===== src/design/soc_params.svh =====
// sizing and address map of the parallel I/O subsystem, included by the RTL that needs it
`ifndef SOC_PARAMS_SVH
`define SOC_PARAMS_SVH

// --------------------------------------------------------------------------
// port array
// --------------------------------------------------------------------------
`define NUM_PORTS	4	// identical ports in the array
`define PIO_WIDTH	8	// pins per port, 32 at most

// --------------------------------------------------------------------------
// address map
// --------------------------------------------------------------------------
`define PIO_BASE	32'hFFDC0600	// byte address of port 0
`define PIO_STRIDE	32	// bytes per port, eight word registers

// read value returned for an unmapped address
`define MISS_DATA	32'hCCEECCEE

`endif


===== src/design/soc_pkg.sv =====
// shared enums for the I/O ports, imported by the decoder, interface and port modules
package soc_pkg;

	// register index, taken from adr[4:2]
	// indices 5..7 are unused: read zero, writes dropped
	typedef enum logic [2:0] {
		REG_DOUT  = 3'd0,	// output data
		REG_DIR   = 3'd1,	// 1 = pin driven
		REG_PIN   = 3'd2,	// synchronized pins, read only
		REG_IEN   = 3'd3,	// interrupt enables
		REG_IFLAG = 3'd4	// edge flags, write 1 to clear
	} pio_reg_e;

	// handshake phase of a slave
	typedef enum logic {
		IDLE = 1'b0,	// waiting for a strobe
		ACK  = 1'b1	// acked, waiting for the strobe to drop
	} bus_phase_e;

endpackage


===== src/design/pio_bus_if.sv =====
// per-port slice of the Wishbone bus between decoder, one port and the return stage
`timescale 1ns/1ps

interface pio_bus_if import soc_pkg::*; ();

	// request side, driven by the decoder
	logic        sel;	// this port is addressed
	logic        stb;	// master strobe
	logic        we;	// write cycle
	logic [3:0]  be;	// byte lanes from sel_i
	pio_reg_e    idx;	// register index
	logic [31:0] wdata;	// write data

	// response side, driven by the port
	logic [31:0] rdata;	// read data, valid with ack
	logic        ack;	// one cycle pulse
	logic        irq;	// port interrupt

	modport dec (
		output sel, stb, we, be, idx, wdata
	);

	modport port (
		input  sel, stb, we, be, idx, wdata,
		output ack, rdata, irq
	);

	modport ret (
		input ack, rdata, irq
	);

endinterface


===== src/design/bus_decode.sv =====
// address decoder that fans the master bus out to every port and flags unmapped accesses
`timescale 1ns/1ps
`include "soc_params.svh"

module bus_decode import soc_pkg::*; (
	input  logic        clk,
	input  logic        rst,
	input  logic        cyc_i,
	input  logic        stb_i,
	input  logic        we_i,
	input  logic [3:0]  sel_i,
	input  logic [31:0] adr_i,
	input  logic [31:0] dat_i,
	output logic        miss_o,	// ack from the nonexistent slave
	pio_bus_if.dec      port_o [`NUM_PORTS]
);

	localparam int          STRIDE_SH = $clog2(`PIO_STRIDE);
	localparam logic [31:0] SPAN      = `NUM_PORTS * `PIO_STRIDE;	// bytes covered by the array

	logic [31:0]           offset;	// byte offset from port 0
	logic                  in_range;
	logic [`NUM_PORTS-1:0] port_sel;
	logic                  miss_req;	// strobe to nowhere
	bus_phase_e            miss_phase;

	// addresses below the base wrap to a large offset and miss as well
	assign offset   = adr_i - `PIO_BASE;
	assign in_range = offset < SPAN;
	assign miss_req = cyc_i && stb_i && !in_range;

	// --------------------------------------------------------------------------
	// fan out to the ports
	// --------------------------------------------------------------------------
	for (genvar i = 0; i < `NUM_PORTS; i++) begin : g_fan
		assign port_sel[i]    = cyc_i && in_range && ((offset >> STRIDE_SH) == 32'(i));
		assign port_o[i].sel   = port_sel[i];
		assign port_o[i].stb   = stb_i;
		assign port_o[i].we    = we_i;
		assign port_o[i].be    = sel_i;
		assign port_o[i].idx   = pio_reg_e'(adr_i[4:2]);	// word index inside the port
		assign port_o[i].wdata = dat_i;
	end

	// --------------------------------------------------------------------------
	// miss responder, same handshake as a port
	// --------------------------------------------------------------------------
	always_ff @(posedge clk) begin
		if (rst) begin
			miss_o     <= 1'b0;
			miss_phase <= IDLE;
		end else begin
			miss_o <= 1'b0;	// pulse only
			case (miss_phase)
				IDLE: begin
					if (miss_req) begin
						miss_o     <= 1'b1;
						miss_phase <= ACK;
					end
				end
				ACK: begin
					if (!miss_req)
						miss_phase <= IDLE;	// master dropped stb
				end
				default: miss_phase <= IDLE;
			endcase
		end
	end

	// at most one slave answers a strobe, a port or the miss responder
	a_one_slave: assert property (@(posedge clk) disable iff (rst)
		$onehot0({port_sel, miss_req}));

endmodule


===== src/design/pio_port.sv =====
// one parallel I/O port with output data, direction, pin sync and edge interrupt for each slot of the port array
`timescale 1ns/1ps
`include "soc_params.svh"

module pio_port import soc_pkg::*; (
	input  logic                  clk,
	input  logic                  rst,
	pio_bus_if.port               bus,
	input  logic [`PIO_WIDTH-1:0] pio_i,	// asynchronous raw pins
	output logic [`PIO_WIDTH-1:0] pio_o,
	output logic [`PIO_WIDTH-1:0] pio_oe_o	// 1 = drive the pin
);

	localparam int W = `PIO_WIDTH;

	bus_phase_e  phase;
	logic        req;	// new strobe for this port
	logic        wr_en;
	logic [W-1:0] wval;	// write data from the low lane
	logic [W-1:0] dout_r;
	logic [W-1:0] dir_r;
	logic [W-1:0] ien_r;
	logic [W-1:0] iflag_r;
	logic [W-1:0] sync1_r;	// first sync stage
	logic [W-1:0] sync2_r;	// stable pin value
	logic [W-1:0] pin_prev_r;	// for edge detect
	logic [W-1:0] rise;
	logic [W-1:0] flag_clr;
	logic [31:0]  rd_val;

	assign req   = bus.sel && bus.stb && (phase == IDLE);
	assign wr_en = req && bus.we && bus.be[0];	// registers live in byte lane 0
	assign wval  = bus.wdata[W-1:0];

	// --------------------------------------------------------------------------
	// handshake
	// --------------------------------------------------------------------------
	always_ff @(posedge clk) begin
		if (rst) begin
			phase   <= IDLE;
			bus.ack <= 1'b0;
		end else begin
			bus.ack <= req;	// one cycle pulse
			if (req)
				phase <= ACK;
			else if (!(bus.sel && bus.stb))
				phase <= IDLE;	// ready again once the strobe is gone
		end
	end

	// --------------------------------------------------------------------------
	// pin synchronizer and edge detect
	// --------------------------------------------------------------------------
	always_ff @(posedge clk) begin
		if (rst) begin
			sync1_r    <= '0;
			sync2_r    <= '0;
			pin_prev_r <= '0;
		end else begin
			sync1_r    <= pio_i;
			sync2_r    <= sync1_r;
			pin_prev_r <= sync2_r;
		end
	end

	assign rise     = sync2_r & ~pin_prev_r;	// low to high
	assign flag_clr = (wr_en && bus.idx == REG_IFLAG) ? wval : '0;

	// --------------------------------------------------------------------------
	// registers
	// --------------------------------------------------------------------------
	always_ff @(posedge clk) begin
		if (rst) begin
			dout_r  <= '0;
			dir_r   <= '0;
			ien_r   <= '0;
			iflag_r <= '0;
		end else begin
			if (wr_en) begin
				case (bus.idx)
					REG_DOUT: dout_r <= wval;
					REG_DIR:  dir_r  <= wval;
					REG_IEN:  ien_r  <= wval;
					default:  ;	// pin and flag handled elsewhere
				endcase
			end
			iflag_r <= (iflag_r & ~flag_clr) | rise;	// a new edge wins over clear
		end
	end

	// read mux
	always_comb begin
		rd_val = '0;
		case (bus.idx)
			REG_DOUT:  rd_val[W-1:0] = dout_r;
			REG_DIR:   rd_val[W-1:0] = dir_r;
			REG_PIN:   rd_val[W-1:0] = sync2_r;
			REG_IEN:   rd_val[W-1:0] = ien_r;
			REG_IFLAG: rd_val[W-1:0] = iflag_r;
			default:   rd_val = '0;	// 5..7 read zero
		endcase
	end

	// captured with the ack and held until the next access
	always_ff @(posedge clk) begin
		if (req)
			bus.rdata <= rd_val;
	end

	assign bus.irq  = |(iflag_r & ien_r);
	assign pio_o    = dout_r & dir_r;	// inputs read back as 0
	assign pio_oe_o = dir_r;

	a_ack_pulse: assert property (@(posedge clk) disable iff (rst)
		bus.ack |=> !bus.ack);

	// an ack answers a selected strobe that the master still holds
	a_ack_cause: assert property (@(posedge clk) disable iff (rst)
		bus.ack |-> bus.sel && bus.stb);

endmodule


===== src/design/bus_return.sv =====
// return stage that merges port acks, read data and interrupts back to the bus master
`timescale 1ns/1ps
`include "soc_params.svh"

module bus_return (
	input  logic        clk,
	input  logic        rst,
	input  logic        cyc_i,
	input  logic        miss_i,	// unmapped access pulse
	pio_bus_if.ret      port_i [`NUM_PORTS],
	output logic        ack_o,
	output logic [31:0] dat_o,
	output logic        irq_o
);

	logic [`NUM_PORTS-1:0] acks;
	logic [`NUM_PORTS-1:0] irqs;
	logic [31:0]           rdata [`NUM_PORTS];
	logic [31:0]           rd_sel;	// data of the acking port

	// --------------------------------------------------------------------------
	// gather the port responses
	// --------------------------------------------------------------------------
	for (genvar i = 0; i < `NUM_PORTS; i++) begin : g_gather
		assign acks[i]  = port_i[i].ack;
		assign irqs[i]  = port_i[i].irq;
		assign rdata[i] = port_i[i].rdata;
	end

	// and-or mux, acks are one-hot
	always_comb begin
		rd_sel = '0;
		for (int i = 0; i < `NUM_PORTS; i++) begin
			if (acks[i])
				rd_sel |= rdata[i];
		end
	end

	// --------------------------------------------------------------------------
	// registered outputs
	// --------------------------------------------------------------------------
	always_ff @(posedge clk) begin
		if (rst) begin
			ack_o <= 1'b0;
			irq_o <= 1'b0;
		end else begin
			ack_o <= cyc_i && ((|acks) || miss_i);	// no ack once the cycle is aborted
			irq_o <= |irqs;
		end
	end

	always_ff @(posedge clk) begin
		if (|acks)
			dat_o <= rd_sel;
		else if (miss_i)
			dat_o <= `MISS_DATA;	// filler word, no bus error
	end

	// master holds cyc until it sees the ack
	a_ack_in_cyc: assert property (@(posedge clk) disable iff (rst)
		ack_o |-> cyc_i);

endmodule


===== src/design/pio_subsys.sv =====
// top of the I/O subsystem: decoder, array of parallel ports and return stage on one bus
`timescale 1ns/1ps
`include "soc_params.svh"

module pio_subsys (
	input  logic                             clk,
	input  logic                             rst,
	// master bus
	input  logic                             cyc_i,
	input  logic                             stb_i,
	input  logic                             we_i,
	input  logic [3:0]                       sel_i,
	input  logic [31:0]                      adr_i,
	input  logic [31:0]                      dat_i,
	output logic                             ack_o,
	output logic [31:0]                      dat_o,
	output logic                             irq_o,
	// pins, port 0 in the low bits
	input  logic [`NUM_PORTS*`PIO_WIDTH-1:0] pio_i,
	output logic [`NUM_PORTS*`PIO_WIDTH-1:0] pio_o,
	output logic [`NUM_PORTS*`PIO_WIDTH-1:0] pio_oe_o
);

	localparam int W = `PIO_WIDTH;

	logic miss;	// decoder to return stage

	pio_bus_if pbus [`NUM_PORTS] ();

	bus_decode i_bus_decode (
		.clk    (clk),
		.rst    (rst),
		.cyc_i  (cyc_i),
		.stb_i  (stb_i),
		.we_i   (we_i),
		.sel_i  (sel_i),
		.adr_i  (adr_i),
		.dat_i  (dat_i),
		.miss_o (miss),
		.port_o (pbus)
	);

	// --------------------------------------------------------------------------
	// port array
	// --------------------------------------------------------------------------
	for (genvar g = 0; g < `NUM_PORTS; g++) begin : g_port
		pio_port i_pio_port (
			.clk      (clk),
			.rst      (rst),
			.bus      (pbus[g]),
			.pio_i    (pio_i[g*W +: W]),
			.pio_o    (pio_o[g*W +: W]),
			.pio_oe_o (pio_oe_o[g*W +: W])
		);
	end

	bus_return i_bus_return (
		.clk    (clk),
		.rst    (rst),
		.cyc_i  (cyc_i),
		.miss_i (miss),
		.port_i (pbus),
		.ack_o  (ack_o),
		.dat_o  (dat_o),
		.irq_o  (irq_o)
	);

endmodule


===== config.mk =====
export PLATFORM = sky130hd
export DESIGN_NAME = pio_subsys
export DESIGN_NICKNAME = d
export VERILOG_FILES = /design/src/design/soc_pkg.sv /design/src/design/pio_bus_if.sv /design/src/design/bus_decode.sv /design/src/design/pio_port.sv /design/src/design/bus_return.sv /design/src/design/pio_subsys.sv
export VERILOG_INCLUDE_DIRS = /design/src /design/src/design
export SDC_FILE = /design/constraint.sdc
export NUM_CORES = 1
export LEC_CHECK = 0
export CORE_MARGIN = 3
export CORE_UTILIZATION = 60
export CTS_CLUSTER_DIAMETER = 30
export DETAILED_ROUTE_END_ITERATION = 12
export DONT_BUFFER_PORTS = 1
export HOLD_SLACK_MARGIN = 0.08
export PLACE_DENSITY = 0.76
export SLEW_MARGIN = 15
export SYNTH_ARGS = -nofsm -noshare
export SYNTH_HDL_FRONTEND = slang
export SYNTH_SLANG_ARGS = --single-unit

===== constraint.sdc =====
create_clock -name clk -period 4.71 [get_ports clk]
set_input_delay 0.942 -clock clk [delete_from_list [all_inputs] [get_ports clk]]
set_output_delay 0.942 -clock clk [all_outputs]
set_load 0.1 [all_outputs]

==> summary.md <==
After technology mapping, the gate count stands at 1135. The clock network fraction of design power was 56.6%. met2 is the most crowded layer. For the number of pins with negative max-slew slack in the final report, the log shows 0. Setup repair after global routing left no endpoint under its margin. The portion of the clock cycle consumed by the worst path in the final layout is 73.4%, and the relative contribution of combinational cells to total power is 3.9%. For the remaining antenna violation count after routing, the log shows 0. The tools report the buffer cell driving the clock tree root as clkbuf_16.

The final critical delay including setup and external delays was 3450 ps; the register-to-register setup slack was 2580 ps. Across the run, the number of max-cap violations was 0. Sequential power share: 39.5%.

The share of the synthesized area in the top cell type was 38.6%. The count of clock tree sinks was 277; the sequential area share after synthesis was 48.6%. The number of endpoints with negative hold slack in the final report was 0; the clock-pin slew on the worst setup and hold paths was 50 ps. For the I/O pin total, the log shows 203. The worst hold path terminates at i_bus_decode.miss_o. By instance count, the leading cell after synthesis is dfxtp_1. The width of the chip was 149 um. The first global-routing pass estimated 48200 um of wire. The total placed instance area was 0.0124 mm2; the relative area change from synthesis to final layout was 15.3%. The post-route DRC violation count came out at 0. The total negative slack was 0 ps. The post-synthesis async set-or-reset flop share is 0%. The post-route netlist has 16.8% of its cells at a drive strength greater than 1. For this run, the total global-route usage over all layers was measured as 28.2%. The first detailed-routing pass took 5 iterations. Number of buffers added by the clock tree synthesis step: 48. The via count was 8728; the required time at the worst-slack endpoint was 4870 ps.

The run finished with clean final reports. The maximum fanout along the worst path works out to 12. The worst hold path belongs to the class flip-flop to flip-flop. The endpoint identified for the worst register-to-register timing path is g_port[1].i_pio_port.iflag_r[7]. Sorting the synthesized cells by area gives the leading types as dfxtp_1, edfxtp_1, mux2i_1.

Net switching is 23.1% of the power. Endpoint class of the critical path: a flip-flop. The starting density of the core was 61.9%. The logs give 51 for the number of placement rows and 368 uV for the maximum ir drop on the vdd rail.

For the clock network latency to the later pin of the worst-skew pair, the log shows 540 ps. After synthesis the cells add up to 0.0122 mm2. The launch instance of the worst min-delay path was i_bus_decode.miss_phase. The run gives 0.0222 mm2 as the total die area.

TritonCTS built the clock tree. In the final design database the tool counted 1243 nets. For the final database, setup skew stands at 19.1 ps. The half-perimeter wire length of the detailed placement result came out at 22000 um. The worst register-to-register path begins at g_port[1].i_pio_port.phase.

The most area-hungry cell type in the Yosys netlist is dfxtp_1. Critical path startpoint category: an input pin. The run gives 8318 as the via count of the first global-routing pass.

Ranked by instance count, the synthesized netlist is headed by dfxtp_1, nor2b_1, nand2b_1. The level count of the clock H-tree is 2, and the met1 capacity usage during global routing is 39.0%. The run gives 289 MHz as the timing-limited maximum frequency. Internal power comes to 4880 uW. In this run the tightest slew margin relative to its limit is 15.3%. After synthesis the netlist holds a flip-flop and latch count of 277. For the data arrival at the endpoint of the critical path, the log shows 3610 ps.

The number of gates resized after CTS was 0. The run gives 67 as the number of distinct library cells after synthesis. For this design, the CTS-stage hold fixing added 0 buffers.

With fillers left out, the area of the finished cells amounts to 0.0141 mm2. Final wirelength: 31900 um. The count of buffers added on input and output ports is 0. The setup path with the least slack is of type input pin to flip-flop. In the final routed layout, each cell accounts on average for 22.1 um. The synthesis warning total was 0; the global routing met3 resource utilization was 6.65%. No sink is reached through more buffers than the 3 on the longest clock path. The analysis attributes to cell leakage a power of 0.00564 uW.

The die height is 149 um, and the total net switching power is 1470 uW. Yosys mapped a number of flops with a built-in enable equal to 41. Global routing used 43.3% of the available met2 tracks. Buffers added to address setup during post-CTS repair amount to 0. The DRC marker count from the first detailed-route iteration was 1035. The floorplan step defined a core boundary enclosing 0.0198 mm2. At the pin with the least slew margin, the transition time is 1260 ps. The largest net degree at the start of global routing was 244; the count of cells along the worst hold path was 1. 0 antenna diodes ended up in the layout. A synthesized cell averages 10.8 um2. Dividing total power by cell area gives a power density of 449 mW/mm2. Setup violations remaining at the end of the flow were counted as 0. Counting cells, the worst reg-to-reg path comes to 3. The average via count per standard cell is 6.06. The overflow left after global routing was 0.

Leading register cell type out of synthesis: dfxtp_1. Initial antenna violation count: 0. Routability-driven placement finished with a final weighted congestion of 0.964.
[power by group through the flow]
stage / sequential [uW] / clock [uW] / combinational (uW)
4_1_cts: 2500 / 3630 / 247
3_3_place_gp: 2550 / 0 / 243
3_5_place_dp: 2550 / 0 / 246
6_report: 2510 / 3590 / 249
2_1_floorplan: 2530 / 0 / 262
5_1_grt: 2510 / 3760 / 266
[cell usage in the layout, fill, tap and decap left out, types with 5 or more instances in the layout]
cell	count
nand2b_1	124
nor3_1	14
a21oi_1	6
nand4_4	11
nor2b_1	130
o22ai_1	31
nand2_1	12
nand3_1	18
a311oi_1	32
conb_1	10
nor4_1	6
dfxtp_1	236
clkinv_2	7
mux2i_1	96
nor2_1	17
edfxtp_1	41
bufinv_16	6
a22oi_1	86
mux2_2	32
clkbuf_16	50
nand4_1	9
inv_6	6
or2b_1	5
and2_1	42
buf_4	39
or2b_2	11
[sequential cells by signal, indices dropped and copies added, names as in the netlist, 9 cells and up]
name                          cells
g_port.i_pio_port.sync2_r        32
g_port.i_pio_port.sync1_r        32
g_port.i_pio_port.bus.rdata      32
g_port.i_pio_port.iflag_r        32
g_port.i_pio_port.ien_r          32
g_port.i_pio_port.dout_r         32
g_port.i_pio_port.pio_oe_o       32
i_bus_return.dat_o                9
g_port.i_pio_port.pin_prev_r     32
[layout make-up]
type | instances | area, um2
repair buffers | 41 | 340
multi-input cells | 764 | 5760
clock inverters | 36 | 434
flip-flops and latches | 277 | 5960
clock buffers | 54 | 1290
well taps | 265 | 332
fillers | 1520 | 5660
inverters | 4 | 15.0
[metal layers]
metal  wire (um)  share of wire (%)  up-vias
met5           0                  0        -
met4        1040                3.3        0
met3        3290                 10       68
met2       14400                 45      476
met1       13200                 41     4101
li1            -                  -     4083
[how the worst max path moves through the flow]
stage,startpoint,end,slack [ps]
floorplan,adr_i[9],g_port[0].i_pio_port.bus.rdata[0],1160
global placement,adr_i[9],g_port[1].i_pio_port.bus.rdata[4],730
detailed placement,adr_i[9],g_port[1].i_pio_port.bus.rdata[3],730
CTS,adr_i[9],g_port[1].i_pio_port.bus.rdata[7],1260
global route,adr_i[9],g_port[2].i_pio_port.bus.rdata[5],1020
finish,adr_i[9],g_port[1].i_pio_port.bus.rdata[7],1260
[critical path, cell delays in order]
cell	delay, ps
ha_1	270
nor4b_1	310
o311a_1	250
nand4_1	80
or3b_1	400
a2111oi_2	360
nand2_1	380
nor2_1	620
[logic make-up (layout without fill, tap and decap cells)]
logic type / Yosys count / after routing / synth area share, %
adder cells (fa/ha/maj): 2 / 2 / 0.204
other: 1 / 10 / 0.0306
XOR/XNOR: 6 / 6 / 0.429
buffers and inverters: 103 / 135 / 4.77
flip-flops: 277 / 277 / 48.6
AO/OA/AOI/OAI: 183 / 183 / 11.4
AND/OR/NAND/NOR: 434 / 434 / 23.6
multiplexers: 129 / 129 / 11.0
[metrics by stage]
stage	total power, uW	hold slack, ps	worst slack [ps]	std cells	utilization, %
floorplan	2800	367	1160	1144	-
global placement	2790	373	734	1351	62.7
detailed placement	2800	382	726	1351	62.7
CTS	6380	385	1260	1441	71.4
global route	6530	417	1020	1441	71.4
finish	6350	385	1260	1441	71.4
Note: power is estimated with default switching activity, not from simulation.
